**src/wr_ctx_pkg.sv**
```systemverilog
// shared widths and types for the context-write DMA front end
// request word is {opcode, len, addr} from the MSB down, opcode is not decoded
// payload beats are 32 bytes and every request starts on a beat boundary
`default_nettype none

package wr_ctx_pkg;

    // --------------------
    // field widths
    // --------------------
    localparam int OPC_W  = 3;
    localparam int LEN_W  = 32;
    localparam int ADDR_W = 64;

    // request FIFO word, 99 bits
    localparam int REQ_W  = OPC_W + LEN_W + ADDR_W;

    // payload beat and DMA header
    localparam int DATA_W = 256;
    localparam int HEAD_W = 128;

    // reserved top word of the DMA header
    localparam int HEAD_PAD_W = HEAD_W - ADDR_W - LEN_W;

    // --------------------
    // beat arithmetic
    // --------------------
    localparam int BEAT_BYTES = DATA_W / 8;
    // log2 of BEAT_BYTES
    localparam int BEAT_SHIFT = 5;

    // --------------------
    // types
    // --------------------
    typedef struct packed {
        logic [OPC_W-1:0]  opcode;
        logic [LEN_W-1:0]  len;
        logic [ADDR_W-1:0] addr;
    } req_hdr_t;

    typedef logic [DATA_W-1:0] data_t;
    typedef logic [HEAD_W-1:0] head_t;

endpackage

`default_nettype wire
```
**src/wr_ctx_if.sv**
```systemverilog
// channel-side bundles of the context-write front end
// FIFOs are first-word-fall-through: dout valid while empty is low
// a DMA beat is shown for one cycle and the engine must take it
`timescale 1ns/1ps
`default_nettype none

// --------------------
// FIFO source side
// --------------------
interface ctx_src_if import wr_ctx_pkg::*; ();

    // request FIFO
    logic     req_rd_en;
    req_hdr_t req_dout;
    logic     req_empty;

    // payload FIFO
    logic     pay_rd_en;
    data_t    pay_dout;
    logic     pay_empty;

    // controller pops both FIFOs
    modport ctrl (
        output req_rd_en,
        output pay_rd_en,
        input  req_dout,
        input  req_empty,
        input  pay_dout,
        input  pay_empty
    );

    // beat stage samples what is being popped
    modport stage (
        input req_dout,
        input pay_dout,
        input req_rd_en,
        input pay_rd_en
    );

endinterface

// --------------------
// DMA request side
// --------------------
interface dma_req_if import wr_ctx_pkg::*; ();

    logic  valid;
    logic  last;
    data_t data;
    // only nonzero on the first beat
    head_t head;
    logic  ready;

    modport stage (
        output valid,
        output last,
        output data,
        output head
    );

    // ready only gates new launches
    modport ctrl (
        input ready
    );

endinterface

`default_nettype wire

```
**src/dma_beat_stage.sv**
```systemverilog
// output register of one channel, beat appears one cycle after the pop
// the beat is held for a single cycle whatever ready does
`timescale 1ns/1ps
`default_nettype none

module dma_beat_stage import wr_ctx_pkg::*; (
    input  wire       clk,
    input  wire       rst,

    ctx_src_if.stage  src,
    dma_req_if.stage  dma,

    // launch markers from the controller
    input  wire       first,
    input  wire       last_in
);

    // request word is only valid while it is being popped
    logic head_load;

    assign head_load = first && src.req_rd_en;

    // --------------------
    // beat register
    // --------------------
    always_ff @(posedge clk or posedge rst) begin
        if (rst) begin
            dma.valid <= 1'b0;
            dma.last  <= 1'b0;
            dma.data  <= '0;
            dma.head  <= '0;
        end else if (src.pay_rd_en) begin
            dma.valid <= 1'b1;
            dma.last  <= last_in;
            dma.data  <= src.pay_dout;
            // header layout: reserved, address, byte length
            if (head_load) begin
                dma.head <= {{HEAD_PAD_W{1'b0}}, src.req_dout.addr, src.req_dout.len};
            end else begin
                dma.head <= '0;
            end
        end else begin
            // nothing launched, clear the beat
            dma.valid <= 1'b0;
            dma.last  <= 1'b0;
            dma.data  <= '0;
            dma.head  <= '0;
        end
    end

endmodule

`default_nettype wire

```
**src/dma_wr_ctx.sv**
```systemverilog
// context-write DMA front end, MPT and MTT channels
// FIFOs must be first-word-fall-through, opcode bits are ignored
// the DMA engine must accept every valid beat, ready only stops new reads
`timescale 1ns/1ps
`default_nettype none

module dma_wr_ctx import wr_ctx_pkg::*; #(
    parameter int CNT_W = 27
) (
    input  wire              clk,
    input  wire              rst,

    // MPT request and payload FIFOs
    output wire              dma_wr_mpt_req_rd_en,
    input  wire [REQ_W-1:0]  dma_wr_mpt_req_dout,
    input  wire              dma_wr_mpt_req_empty,
    output wire              dma_wr_mpt_rd_en,
    input  wire [DATA_W-1:0] dma_wr_mpt_dout,
    input  wire              dma_wr_mpt_empty,

    // MTT request and payload FIFOs
    output wire              dma_wr_mtt_req_rd_en,
    input  wire [REQ_W-1:0]  dma_wr_mtt_req_dout,
    input  wire              dma_wr_mtt_req_empty,
    output wire              dma_wr_mtt_rd_en,
    input  wire [DATA_W-1:0] dma_wr_mtt_dout,
    input  wire              dma_wr_mtt_empty,

    // MPT DMA write request
    output wire              dma_v2p_mpt_wr_req_valid,
    output wire              dma_v2p_mpt_wr_req_last,
    output wire [DATA_W-1:0] dma_v2p_mpt_wr_req_data,
    output wire [HEAD_W-1:0] dma_v2p_mpt_wr_req_head,
    input  wire              dma_v2p_mpt_wr_req_ready,

    // MTT DMA write request
    output wire              dma_v2p_mtt_wr_req_valid,
    output wire              dma_v2p_mtt_wr_req_last,
    output wire [DATA_W-1:0] dma_v2p_mtt_wr_req_data,
    output wire [HEAD_W-1:0] dma_v2p_mtt_wr_req_head,
    input  wire              dma_v2p_mtt_wr_req_ready
);

    ctx_src_if mpt_src ();
    ctx_src_if mtt_src ();
    dma_req_if mpt_dma ();
    dma_req_if mtt_dma ();

    logic mpt_first;
    logic mpt_last;
    logic mtt_first;
    logic mtt_last;

    // --------------------
    // FIFO side wiring
    // --------------------
    assign mpt_src.req_dout  = dma_wr_mpt_req_dout;
    assign mpt_src.req_empty = dma_wr_mpt_req_empty;
    assign mpt_src.pay_dout  = dma_wr_mpt_dout;
    assign mpt_src.pay_empty = dma_wr_mpt_empty;
    assign dma_wr_mpt_req_rd_en = mpt_src.req_rd_en;
    assign dma_wr_mpt_rd_en     = mpt_src.pay_rd_en;

    assign mtt_src.req_dout  = dma_wr_mtt_req_dout;
    assign mtt_src.req_empty = dma_wr_mtt_req_empty;
    assign mtt_src.pay_dout  = dma_wr_mtt_dout;
    assign mtt_src.pay_empty = dma_wr_mtt_empty;
    assign dma_wr_mtt_req_rd_en = mtt_src.req_rd_en;
    assign dma_wr_mtt_rd_en     = mtt_src.pay_rd_en;

    // --------------------
    // DMA side wiring
    // --------------------
    assign mpt_dma.ready            = dma_v2p_mpt_wr_req_ready;
    assign dma_v2p_mpt_wr_req_valid = mpt_dma.valid;
    assign dma_v2p_mpt_wr_req_last  = mpt_dma.last;
    assign dma_v2p_mpt_wr_req_data  = mpt_dma.data;
    assign dma_v2p_mpt_wr_req_head  = mpt_dma.head;

    assign mtt_dma.ready            = dma_v2p_mtt_wr_req_ready;
    assign dma_v2p_mtt_wr_req_valid = mtt_dma.valid;
    assign dma_v2p_mtt_wr_req_last  = mtt_dma.last;
    assign dma_v2p_mtt_wr_req_data  = mtt_dma.data;
    assign dma_v2p_mtt_wr_req_head  = mtt_dma.head;

    // --------------------
    // instances
    // --------------------

    // launch decisions for both channels
    wr_ctx_ctrl #(
        .CNT_W (CNT_W)
    ) u_ctrl (
        .clk       (clk),
        .rst       (rst),
        .mpt_src   (mpt_src.ctrl),
        .mtt_src   (mtt_src.ctrl),
        .mpt_dma   (mpt_dma.ctrl),
        .mtt_dma   (mtt_dma.ctrl),
        .mpt_first (mpt_first),
        .mpt_last  (mpt_last),
        .mtt_first (mtt_first),
        .mtt_last  (mtt_last)
    );

    dma_beat_stage u_mpt_stage (
        .clk     (clk),
        .rst     (rst),
        .src     (mpt_src.stage),
        .dma     (mpt_dma.stage),
        .first   (mpt_first),
        .last_in (mpt_last)
    );

    dma_beat_stage u_mtt_stage (
        .clk     (clk),
        .rst     (rst),
        .src     (mtt_src.stage),
        .dma     (mtt_dma.stage),
        .first   (mtt_first),
        .last_in (mtt_last)
    );

endmodule

`default_nettype wire

```
**src/wr_ctx_ctrl.sv**
```systemverilog
// launch control for the MPT and MTT channels
// one remaining-beat counter per channel, zero means idle
// beat count is ceil(len / 32), a zero length still moves one beat
// CNT_W must hold ceil(max len / 32) - 1
`timescale 1ns/1ps
`default_nettype none

module wr_ctx_ctrl import wr_ctx_pkg::*; #(
    parameter int CNT_W = 27
) (
    input  wire        clk,
    input  wire        rst,

    ctx_src_if.ctrl    mpt_src,
    ctx_src_if.ctrl    mtt_src,
    dma_req_if.ctrl    mpt_dma,
    dma_req_if.ctrl    mtt_dma,

    // per-launch markers for the beat stages
    output logic       mpt_first,
    output logic       mpt_last,
    output logic       mtt_first,
    output logic       mtt_last
);

    // --------------------
    // beat arithmetic
    // --------------------

    // beats minus one for a byte length, ceiling division
    function automatic logic [CNT_W-1:0] beats_m1(input logic [LEN_W-1:0] len);
        logic [LEN_W:0] sum;
        logic [LEN_W:0] beats;
        sum   = {1'b0, len} + (LEN_W+1)'(BEAT_BYTES - 1);
        beats = sum >> BEAT_SHIFT;
        // zero-length request still carries one beat
        if (beats == '0) begin
            beats = (LEN_W+1)'(1);
        end
        return CNT_W'(beats - 1'b1);
    endfunction

    // --------------------
    // MPT channel
    // --------------------
    logic [CNT_W-1:0] mpt_cnt;
    logic [CNT_W-1:0] mpt_load;
    logic             mpt_busy;
    logic             mpt_first_go;
    logic             mpt_cont_go;

    assign mpt_busy = (mpt_cnt != '0);
    assign mpt_load = beats_m1(mpt_src.req_dout.len);

    // idle: need request, payload and ready
    // no pops while in reset
    assign mpt_first_go = !rst && !mpt_busy && !mpt_src.req_empty && !mpt_src.pay_empty
                          && mpt_dma.ready;
    // busy: payload only
    assign mpt_cont_go  = mpt_busy && !mpt_src.pay_empty && mpt_dma.ready;

    assign mpt_src.req_rd_en = mpt_first_go;
    assign mpt_src.pay_rd_en = mpt_first_go || mpt_cont_go;

    // last when the launch leaves the counter at zero
    assign mpt_first = mpt_first_go;
    assign mpt_last  = (mpt_first_go && (mpt_load == '0))
                       || (mpt_cont_go && (mpt_cnt == CNT_W'(1)));

    always_ff @(posedge clk or posedge rst) begin
        if (rst) begin
            mpt_cnt <= '0;
        end else if (mpt_first_go) begin
            mpt_cnt <= mpt_load;
        end else if (mpt_cont_go) begin
            mpt_cnt <= mpt_cnt - 1'b1;
        end
    end

    // --------------------
    // MTT channel
    // --------------------
    logic [CNT_W-1:0] mtt_cnt;
    logic [CNT_W-1:0] mtt_load;
    logic             mtt_busy;
    logic             mtt_first_go;
    logic             mtt_cont_go;

    assign mtt_busy = (mtt_cnt != '0);
    assign mtt_load = beats_m1(mtt_src.req_dout.len);

    // same launch rule, independent of MPT
    assign mtt_first_go = !rst && !mtt_busy && !mtt_src.req_empty && !mtt_src.pay_empty
                          && mtt_dma.ready;
    assign mtt_cont_go  = mtt_busy && !mtt_src.pay_empty && mtt_dma.ready;

    assign mtt_src.req_rd_en = mtt_first_go;
    assign mtt_src.pay_rd_en = mtt_first_go || mtt_cont_go;

    assign mtt_first = mtt_first_go;
    assign mtt_last  = (mtt_first_go && (mtt_load == '0))
                       || (mtt_cont_go && (mtt_cnt == CNT_W'(1)));

    always_ff @(posedge clk or posedge rst) begin
        if (rst) begin
            mtt_cnt <= '0;
        end else if (mtt_first_go) begin
            mtt_cnt <= mtt_load;
        end else if (mtt_cont_go) begin
            // one beat gone
            mtt_cnt <= mtt_cnt - 1'b1;
        end
    end

endmodule

`default_nettype wire

```
**config.mk**
```make
export PLATFORM = sky130hd
export DESIGN_NAME = dma_wr_ctx
export DESIGN_NICKNAME = d
export VERILOG_FILES = /design/src/wr_ctx_pkg.sv /design/src/wr_ctx_if.sv /design/src/dma_beat_stage.sv /design/src/dma_wr_ctx.sv /design/src/wr_ctx_ctrl.sv
export SDC_FILE = /design/constraint.sdc
export NUM_CORES = 1
export LEC_CHECK = 0
export BUFFER_PORTS_ARGS = -buffer_cell sky130_fd_sc_hd__buf_4
export CORE_AREA = 8 8 572 574
export DETAILED_ROUTE_END_ITERATION = 8
export DIE_AREA = 0 0 580 582
export MAX_ROUTING_LAYER = met4
export PLACE_DENSITY = 0.3
export SYNTH_ARGS = -nofsm -noshare
export SYNTH_HDL_FRONTEND = slang
export SYNTH_HIERARCHICAL = 1
export SYNTH_SLANG_ARGS = --single-unit
```
**constraint.sdc**
```tcl
create_clock -name clk -period 17.25 [get_ports clk]
set_input_delay 3.45 -clock clk [delete_from_list [all_inputs] [get_ports clk]]
set_output_delay 3.45 -clock clk [all_outputs]
set_load 0.05 [all_outputs]
```
# Word-level counts from Yosys, hierarchy flattened
# Cells that the tools add are included.
word_totals:
  reg_bits: 762
  inputBits: 718
  out_inout_bits: 776
  wordCells: 69
classes:
  n_addsub: 6
  n_eq_ne: 2
  mux: 16
  reduce_logical: 35
op_table:
  columns: ["cell", "n"]
  rows:
  - ["256-bit 2-to-1 mux", 2]
  - ["96-bit 2-to-1 mux", 4]
  - ["27-bit 2-to-1 mux", 6]
  - ["27-bit by 1-bit subtractor with 27-bit output, second input constant", 4]
  - ["32-bit by 5-bit adder with 33-bit output, second input constant", 2]
  - ["33-bit logical NOT", 2]
  - ["27-bit by 1-bit equality test with 1-bit output, second input constant", 2]
  - ["27-bit logical NOT", 2]
  - ["27-bit nonzero test", 2]
  - ["1-bit logical AND", 16]
  - ["1-bit logical NOT", 7]
  - ["1-bit logical OR", 4]
  - ["1-bit 2-to-1 mux", 4]
  - ["2-bit nonzero test", 2]

# Depth between registers and ports, before layout
# Gate-level depths: netlist (run 1).
logic_depth:
  word_depth: 9
  mapped_depth: 22

# Cells and area by module
# Netlist (run 1), hierarchy kept.
modules_own_cells:
  columns: ["mod", "instances", "cells_each", "area_each_um2"]
  rows:
  - ["dma_beat_stage", 2, 800, 11891.4]
  - ["wr_ctx_ctrl", 1, 774, 5680.4]

# Least setup slack after synthesis (run 1)
# No wires, ideal clock.
synth_path:
  kind: "in2out"
  startpoint: "in dma_wr_mtt_empty"
  endpoint: "out dma_wr_mtt_rd_en"
  t_arrival_ns: 4.965
  required_time_ns: 13.800
  setup_slack_ns: 8.835
  stages: 6
  path_buffers: 2
  cell_sequence: "nand2b_1 -> nor3_1 -> nor2_1 -> inv_1 -> clkbuf_1 -> buf_1"
synth_between:
  elab_chain_cells: 4
  word_cells_on_any_way: 6
  cone_classes: "6 x reduce/logical"
synth_lines:
  columns: ["item", "line_no", "rtl"]
  rows:
  - ["from (decl)", "dma_wr_ctx.sv:27", "input wire dma_wr_mtt_empty,"]
  - ["1-bit logical NOT *", "wr_ctx_ctrl.sv:93, wr_ctx_ctrl.sv:95", null]
  - ["1-bit logical AND, on equally long branches", "wr_ctx_ctrl.sv:93, wr_ctx_ctrl.sv:95", null]
  - ["1-bit logical AND, on equally long branches", "wr_ctx_ctrl.sv:94, wr_ctx_ctrl.sv:95", null]
  - ["1-bit logical OR *", "wr_ctx_ctrl.sv:98", "assign mtt_src.pay_rd_en = mtt_first_go || mtt_cont_go;"]
  - ["to (decl)", "dma_wr_ctx.sv:25", "output wire dma_wr_mtt_rd_en,"]
# Every way passes the cells marked *; elsewhere a longest branch is shown, timed or not.

# Worst setup path in the final report (run 1)
# Ends and elaborated chain as after synthesis.

==> results of run 1 <==
cell usage in the layout, fill, tap and decap left out, types with 22 or more instances in the layout:
master,instances
a21oi_1,48
and2_1,525
and4_1,198
buf_4,1449
clkbuf_1,25
clkbuf_16,111
conb_1,64
dfrtp_1,762
diode_2,37
nand2_1,76
nand3_1,42
nand4_1,22
nor2_1,73
nor3_1,36
nor4_1,25
o21ai_0,53
or3_1,22
xnor2_1,40
xor2_1,39
flip-flops by register name, summed over array words and instances, names as in the netlist:
name                   flops
u_mtt_stage/dma.valid      1
u_mtt_stage/dma.head      96
u_mpt_stage/dma.head      96
u_mpt_stage/dma.last       1
u_mpt_stage/dma.valid      1
u_mpt_stage/dma.data     256
u_ctrl/mtt_cnt            27
u_mtt_stage/dma.last       1
u_mtt_stage/dma.data     256
u_ctrl/mpt_cnt            27
per-layer routing:
layer	global-route usage, %	part of all wire, %	wire [µm]
met1	16.5	43	97400
met2	21.5	47	108000
met3	4.21	8.1	18500
met4	2.28	1.8	4070
met5	-	0	0
final cells by class:
class,count,area share [%]
tap,4200,10.9
multi-input combinational,1437,19.1
sequential,762,39.4
inverter,23,0.251
timing repair buffer,1450,22.5
clock inverter,45,1.30
clock buffer,150,6.33
antenna,37,0.191
critical path, cell delays in order:
cell and delay, ns:
buf_4 0.14, nand2b_1 0.17, nor2_1 0.94, nor2_1 0.40, buf_4 0.30, inv_8 0.51, buf_4 0.32
kinds of logic (layout without fill, tap and decap cells):
family | Yosys count | after routing | synth area share (%)
AND/OR/NAND/NOR | 1091 | 1091 | 23.5
flip-flops | 762 | 762 | 64.7
buffers and inverters | 237 | 1668 | 4.69
AO/OA/AOI/OAI | 185 | 185 | 4.00
XOR/XNOR | 79 | 79 | 2.35
multiplexers | 10 | 10 | 0.352
adder cells (fa/ha/maj) | 8 | 8 | 0.340
other | 2 | 101 | 0.0255
worst paths after layout:
path	from	slack, ns	to	cells after the start
worst max register to register	u_ctrl/mtt_cnt[0]	11.43	u_mtt_stage/dma.data[113]	13
worst min register to register	u_ctrl/mtt_cnt[26]	0.49	u_ctrl/mtt_cnt[26]	1
min in group asynchronous	rst	2.79	u_mpt_stage/dma.data[232]	2
worst max-delay path	dma_wr_mtt_empty	7.54	dma_wr_mtt_rd_en	7
worst min-delay path	u_ctrl/mtt_cnt[26]	0.49	u_ctrl/mtt_cnt[26]	1
max in group asynchronous	rst	11.49	u_mpt_stage/dma.data[71]	5
power groups by stage:
stage          sequential, mW  combinational, mW  clock [mW]
4_1_cts                  1.92              0.820        2.50
2_1_floorplan            2.15              0.220           0
3_5_place_dp             1.95              0.818           0
5_1_grt                  1.93              0.855        2.55
3_3_place_gp             1.95              0.819           0
6_report                 1.92              0.805        2.36
==> results.toml, run 1 <==
[placement]
hpwl_um = 192000
placed_area_um2 = 44600
io_buffer_count = 1423
place_congestion = 1.00
dp.cells = 7872
place_ws_ns = 7.55

[yosys]
syn_inst = 2374
ys_seq_area_share_pct = 64.7
ys_ff_latch = 762
synth_area_leader_cell = "dfrtp_1"
synth_area_leaders = "dfrtp_1, and2_1, and4_1"
synth-edff-count = 0
yosys_most_used_dff = "dfrtp_1"
synthTopCellsByCount = "dfrtp_1, and2_1, and4_1, nand2_1, buf_4"
syn_avg_cell_area_um2 = 12.4
ys_warn_count = 6
synthArstFlopShare_pct = 100
syn-cell-area_um2 = 29500
synth.most_common_cell = "dfrtp_1"
synth_top_area_share_pct = 64.7
ys_types = 76

[cells_and_area]
fillCellCount = 35900
area_growth_pct = 64.2
finalNetCount = 4511
post-route-util_pct = 15.2
seq_area_um2 = 19100
instances_no_fill = 8104
finalInstanceArea_um2 = 48400
drive_gt1_share_pct = 42.6
multi_input_area_um2 = 9250

[floorplan]
die_y_um = 582
rows = 208
die_x_um = 580
dieArea_um2 = 338000
start_util_pct = 9.24
pin_count = 1494
core_um2 = 319000

[clock_tree]
post_cts_resized = 0
cts_tree = "done"
cts_root_buffer = "clkbuf_16"
cts.htree.levels = 3
cts-buffers-inserted = 111
clk_pin_slew_ns = 0.05
clock_latency_ns = 0.83
postCtsSetupBuffers = 0
cts_hold_buffers = 0
clock_path_buffers = 4
clock_sinks = 762

[power]
total_power_mw = 5.09
power.internal_mw = 3.53
p_comb_share_pct = 15.8
power.switching_mw = 1.56
leakage_nw = 23.0
pwr-share-clk_pct = 46.4
p_seq_share_pct = 37.8
netSwitchingFraction_pct = 30.6
p_per_area_nw_per_um2 = 105
vdd_drop_max_mv = 0.0757

[route]
ant_nets = 0
drc = 0
drt-total-wl_um = 228000
drt_first_pass_iters = 5
dr.first_iter.drc_count = 1418
wl_per_cell_um = 28.1
avgViaCountPerCell = 3.07
vias = 24900

[global_route]
antenna_found_initial = 154
grt_max_degree = 144
grt_pass1_wl_um = 290000
grt.overflow.total = 0
grt_pass1_vias = 26200
grt_usage_pct = 13.3

[timing]
whs_ns = 0.491
period_share_pct = 56.3
rsz0062_at_grt = "false"
tightestPinTransition_ns = 1.24
tns_ns = 0
clock_skew_ns = 0.0495
maxSlewViolCount = 0
timing.fmax_ghz = 0.103
setup_ws_ns = 7.54
hold_violations = 0
max_slew_margin_pct = 17.2
setup_violations = 0
post-route-min-period_ns = 9.71

[setup_path]
path_max_fanout = 124
path_class = "input pin to output port"
crit_path_start_kind = "input pin"
cp-end-kind = "output port"
critPathRequiredTime_ns = 13.80
crit_arrival_ns = 6.26

[min_path]
holdCritPathClass = "register to register"

[run]
maxCapViolCount = 0

[outcome]
status = "complete, no violations"
No activity file was read; power rests on OpenSTA's default activity.
==> run 2: changes to the inputs <==
Clock period 17.25 ns to 9.2 ns, I/O delays scaled along.
==> results.toml, run 2 (synthesis results as in run 1) <==
[power]
p_per_area_nw_per_um2 = 206
vdd_drop_max_mv = 0.146
total_power_mw = 10.1
leakage_nw = 23.3

[global_route]
grt_pass1_vias = 26600
grt_pass1_wl_um = 314000
grt_max_degree = 197
grt.overflow.total = 0
grt_usage_pct = 14.5
antenna_found_initial = 189

[route]
drt_first_pass_iters = 5
vias = 25200
dr.first_iter.drc_count = 1516
ant_nets = 0
avgViaCountPerCell = 3.10
drt-total-wl_um = 249000
drc = 0
wl_per_cell_um = 30.6

[clock_tree]
cts-buffers-inserted = 118
clk_pin_slew_ns = 0.06
cts_tree = "done"
clock_path_buffers = 4
cts_hold_buffers = 0
clock_sinks = 762
postCtsSetupBuffers = 0
cts_root_buffer = "clkbuf_16"
cts.htree.levels = 3
post_cts_resized = 0
clock_latency_ns = 0.87

[setup_path]
path_max_fanout = 92
critPathRequiredTime_ns = 7.36
cp-end-kind = "output port"
path_delay_family = "simple AND/OR/NAND/NOR gates"
cpPeakStageDelay_ns = 0.85
critical_path.cell_chain = "or3_1, or2_2, or3_1, nor4_2, a21oi_1, nor2_1, inv_8, buf_4"
path_class = "register to output port"
crit_arrival_ns = 4.85
crit_path_start_kind = "register"
crit_slowest_cell = "nor2_1"
rrSetupSlack_ns = 3.75
crit_buf_inv = 2
crit_path_frequent_cell = "or3_1"

[floorplan]
die_y_um = 582
rows = 208
start_util_pct = 9.24
core_um2 = 319000
dieArea_um2 = 338000
die_x_um = 580
pin_count = 1494

[run]
maxCapViolCount = 0

[timing]
clock_skew_ns = 0.0776
tightestPinTransition_ns = 1.22
timing.fmax_ghz = 0.150
maxSlewViolCount = 0
post-route-min-period_ns = 6.69
hold_violations = 0
setup_ws_ns = 2.51
max_slew_margin_pct = 18.1
tns_ns = 0
setup_violations = 0
rsz0062_at_grt = "false"
period_share_pct = 72.7

[cells_and_area]
area_growth_pct = 66.1
finalNetCount = 4517
seq_area_um2 = 19100
multi_input_area_um2 = 9250
mostFrequentLayoutCells = "buf_4, dfrtp_1, and2_1"
fillCellCount = 35800
post-route-util_pct = 15.4
drive_gt1_share_pct = 43.1
reg.largest.list = "u_mpt_stage/dma.data: 256 flops, u_mtt_stage/dma.data: 256 flops"
final_common_cell = "buf_4"

[placement]
io_buffer_count = 1423
place_ws_ns = 1.89
place_congestion = 1.00
hpwl_um = 209000

[min_path]
holdCritPathClass = "register to register"

[outcome]
status = "complete, no violations"
==> run 2: cell type report <==
cell class              count  area share [%]
diodes                     46           0.235
flip-flops and latches    762            39.0
repair buffers           1449            22.4
clock inverters            51            1.57
clock buffers             164            7.00
multi-input cells        1437            18.9
inverters                  23           0.233
well taps                4200            10.7
==> run 2: routing by layer <==
| layer | up-vias | track usage, % | wire length (µm) |
|---|---|---|---|
| li1 | 10900 | - | - |
| met1 | 12500 | 17.7 | 105000 |
| met2 | 1451 | 24.2 | 120000 |
| met3 | 363 | 4.60 | 20000 |
| met4 | 0 | 1.86 | 4120 |
| met5 | - | - | 0 |
==> run 2: final timing paths <==
| kind | start | end | depth (start not counted) |
|---|---|---|---|
| min in group asynchronous | rst | u_mtt_stage/dma.head[34] | 2 |
| min reg2reg | u_ctrl/mtt_cnt[26] | u_ctrl/mtt_cnt[26] | 1 |
| min | u_ctrl/mtt_cnt[26] | u_ctrl/mtt_cnt[26] | 1 |
| max in group asynchronous | rst | u_mtt_stage/dma.data[72] | 4 |
| max reg2reg | u_ctrl/mtt_cnt[0] | u_mtt_stage/dma.head[91] | 13 |
| max | u_ctrl/mpt_cnt[16] | dma_wr_mpt_rd_en | 8 |
==> run 2: power breakdown <==
part / total, mW / switching (mW) / leakage [nW] / internal [mW]
Clock: 4.97 / 1.91 / 2.05 / 3.07
Combinational: 1.52 / 1.04 / 11.0 / 0.480
Sequential: 3.61 / 0.102 / 10.3 / 3.51
==> run 2: per-stage QoR <==
| step | instances | hold slack (ns) | instance area, µm² |
|---|---|---|---|
| 4_1_cts | 8086 | 0.501 | 48800 |
| 5_1_grt | 8117 | 0.534 | 48900 |
| 3_5_place_dp | 7871 | 0.487 | 44600 |
| 6_report | 8132 | 0.493 | 48900 |
| 2_1_floorplan | 2436 | 0.458 | 29700 |
| 3_3_place_gp | 7871 | 0.483 | 44600 |
==> run 3: changes to the inputs <==
Settings changed: ABC_AREA set to 1, CORE_AREA 8 8 572 574 to 8 8 567 569, DIE_AREA 0 0 580 582 to 0 0 575 577.
Clock period 9.2 ns to 6.5 ns, I/O delays scaled along.
==> results.toml, run 3 <==
[outcome]
status = "complete, no violations"

[clock_tree]
postCtsSetupBuffers = 0
post_cts_resized = 0
clock_path_buffers = 4
cts_root_buffer = "clkbuf_16"
clock_latency_ns = 0.83
clk_pin_slew_ns = 0.05
clock_sinks = 762
cts_tree = "done"
cts_hold_buffers = 0
cts-buffers-inserted = 109
cts.htree.levels = 3

[timing]
hold_violations = 0
setup_ws_ns = 1.19
rsz0062_at_grt = "false"
clock_skew_ns = 0.0449
post-route-min-period_ns = 5.31
max_slew_margin_pct = 17.0
tns_ns = 0
setup_violations = 0
maxSlewViolCount = 0
timing.fmax_ghz = 0.188
period_share_pct = 81.7
tightestPinTransition_ns = 1.24

[placement]
io_buffer_count = 1423
place_ws_ns = 1.21
placed_area_um2 = 46800
place_congestion = 1.05
hpwl_um = 207000
dp.cells = 9058

[global_route]
grt_usage_pct = 14.4
grt.overflow.total = 0
antenna_found_initial = 123
grt_max_degree = 209
grt_pass1_wl_um = 313000
met3_usage_pct = 5.82
grt_use_met1_pct = 19.0
grt_pass1_vias = 30800
grtUsageMet2_pct = 21.0
busiest_layer = "met2"

[setup_path]
cp-end-kind = "output port"
rrSetupSlack_ns = 1.68
critPathRequiredTime_ns = 5.20
cpPeakStageDelay_ns = 0.47
path_depth = 14
crit_path_start = "u_ctrl/mpt_cnt[0]"
crit_slowest_cell = "nor2_1"
crit_buf_inv = 6
path_delay_family = "simple AND/OR/NAND/NOR gates"
crit_arrival_ns = 4.01
path_class = "register to output port"
crit_path_frequent_cell = "inv_1"
reg2reg_from = "u_ctrl/mtt_cnt[0]"
crit_path_start_kind = "register"
path_max_fanout = 41
critical_path.cell_chain = "inv_1, ha_1, nand2_1, nor2_1, nand2_1, inv_1, nand2_1, nor2_1, inv_1, nand2_2, inv_1, nor2_1, inv_8, buf_4"
ff2ff_path_depth = 18

[floorplan]
start_util_pct = 10.1
die_y_um = 577
rows = 206
core_um2 = 313000
die_x_um = 575
dieArea_um2 = 332000
pin_count = 1494

[route]
drt-total-wl_um = 243000
drt_first_pass_iters = 6
ant_nets = 0
drc = 0
wl_per_cell_um = 26.2
vias = 29700
dr.first_iter.drc_count = 2366
avgViaCountPerCell = 3.20

[yosys]
synth.most_common_cell = "nand2_1"
syn_inst = 3563
synth_top_area_share_pct = 60.6
ys_warn_count = 6
ys_seq_area_share_pct = 60.6
synth-edff-count = 0
synth_area_leader_cell = "dfrtp_1"
synthTopCellsByCount = "nand2_1, dfrtp_1, inv_1, nor2_1, buf_4"
ys_types = 49
syn-cell-area_um2 = 31500
syn_avg_cell_area_um2 = 8.83
synth_area_leaders = "dfrtp_1, nand2_1, inv_1"
yosys_most_used_dff = "dfrtp_1"
synthArstFlopShare_pct = 100
ys_ff_latch = 762

[power]
leakage_nw = 28.1
p_seq_share_pct = 37.2
netSwitchingFraction_pct = 32.6
pwr-share-clk_pct = 44.1
p_comb_share_pct = 18.7
power.internal_mw = 9.37
total_power_mw = 13.9
p_per_area_nw_per_um2 = 276
vdd_drop_max_mv = 0.177
power.switching_mw = 4.53

[run]
maxCapViolCount = 0

[cells_and_area]
mostFrequentLayoutCells = "buf_4, nand2_1, dfrtp_1"
finalInstanceArea_um2 = 50400
reg.largest.list = "u_mpt_stage/dma.data: 256 flops, u_mtt_stage/dma.data: 256 flops"
instances_no_fill = 9290
fillCellCount = 35700
drive_gt1_share_pct = 34.2
area_growth_pct = 60.3
final_common_cell = "buf_4"
finalNetCount = 5735

[min_path]
holdCritPathClass = "input pin to async pin"
==> run 3: layout make-up <==
cell class / instances / area [µm²] / share of cell area, %
antenna: 38 / 95.1 / 0.189
sequential: 762 / 19100 / 37.8
clock buffer: 151 / 3090 / 6.12
multi-input combinational: 1982 / 8860 / 17.6
clock inverter: 43 / 477 / 0.945
inverter: 705 / 2670 / 5.29
timing repair buffer: 1449 / 11000 / 21.8
tap: 4160 / 5200 / 10.3
==> run 3: final timing paths <==
kind                                             endpoint
worst max-delay path                     dma_wr_mpt_rd_en
max in group asynchronous        u_mtt_stage/dma.data[17]
min in group clk                        u_ctrl/mpt_cnt[1]
worst min register to register          u_ctrl/mpt_cnt[1]
worst max register to register  u_mtt_stage/dma.data[202]
worst min-delay path                   u_ctrl/mtt_cnt[23]
==> run 3: power groups by stage <==
stage,Combinational (mW),Sequential (mW),Clock (mW)
2_1_floorplan,0.900,5.78,0
3_3_place_gp,2.62,5.25,0
3_5_place_dp,2.62,5.25,0
4_1_cts,2.63,5.17,6.44
5_1_grt,2.79,5.20,6.56
6_report,2.60,5.17,6.13
==> run 3: through the flow <==
stage / hold slack [ns] / util (%)
3_5_place_dp: 0.526 / 15.0
6_report: 0.495 / 16.1
5_1_grt: 0.444 / 16.1
3_3_place_gp: 0.529 / 15.0
4_1_cts: 0.400 / 16.1
2_1_floorplan: 0.494 / -
==> run 3: kinds of logic after synthesis <==
| group | Yosys count | share of synthesized area (%) |
|---|---|---|
| xor+xnor | 70 | 2.02 |
| flops | 762 | 60.6 |
| compound gates | 87 | 1.90 |
| fa+ha+maj | 8 | 0.318 |
| simple gates | 1753 | 23.1 |
| other cells | 2 | 0.0239 |
| buf+inv | 881 | 12.0 |
==> run 3: routing by layer <==
metal | wire, µm | vias up
li1 | - | 13200
met1 | 111000 | 14700
met2 | 104000 | 1521
met3 | 24700 | 252
met4 | 3970 | 0
met5 | 0 | -
==> run 3: worst register-to-register path: stages, from the launching register on <==
cell and delay [ns]:
dfrtp_1 0.39, inv_1 0.08, ha_1 0.22, nand2_1 0.09
nor2_2 0.06, inv_1 0.08, nor2_2 0.06, inv_2 0.12
nor4_1 0.07, inv_1 0.08, nand2_1 0.34, inv_2 0.24
nor2_1 0.06, buf_4 0.20, inv_8 0.20, buf_4 0.63
buf_12 0.64, nand2_1 1.01, inv_1 0.18
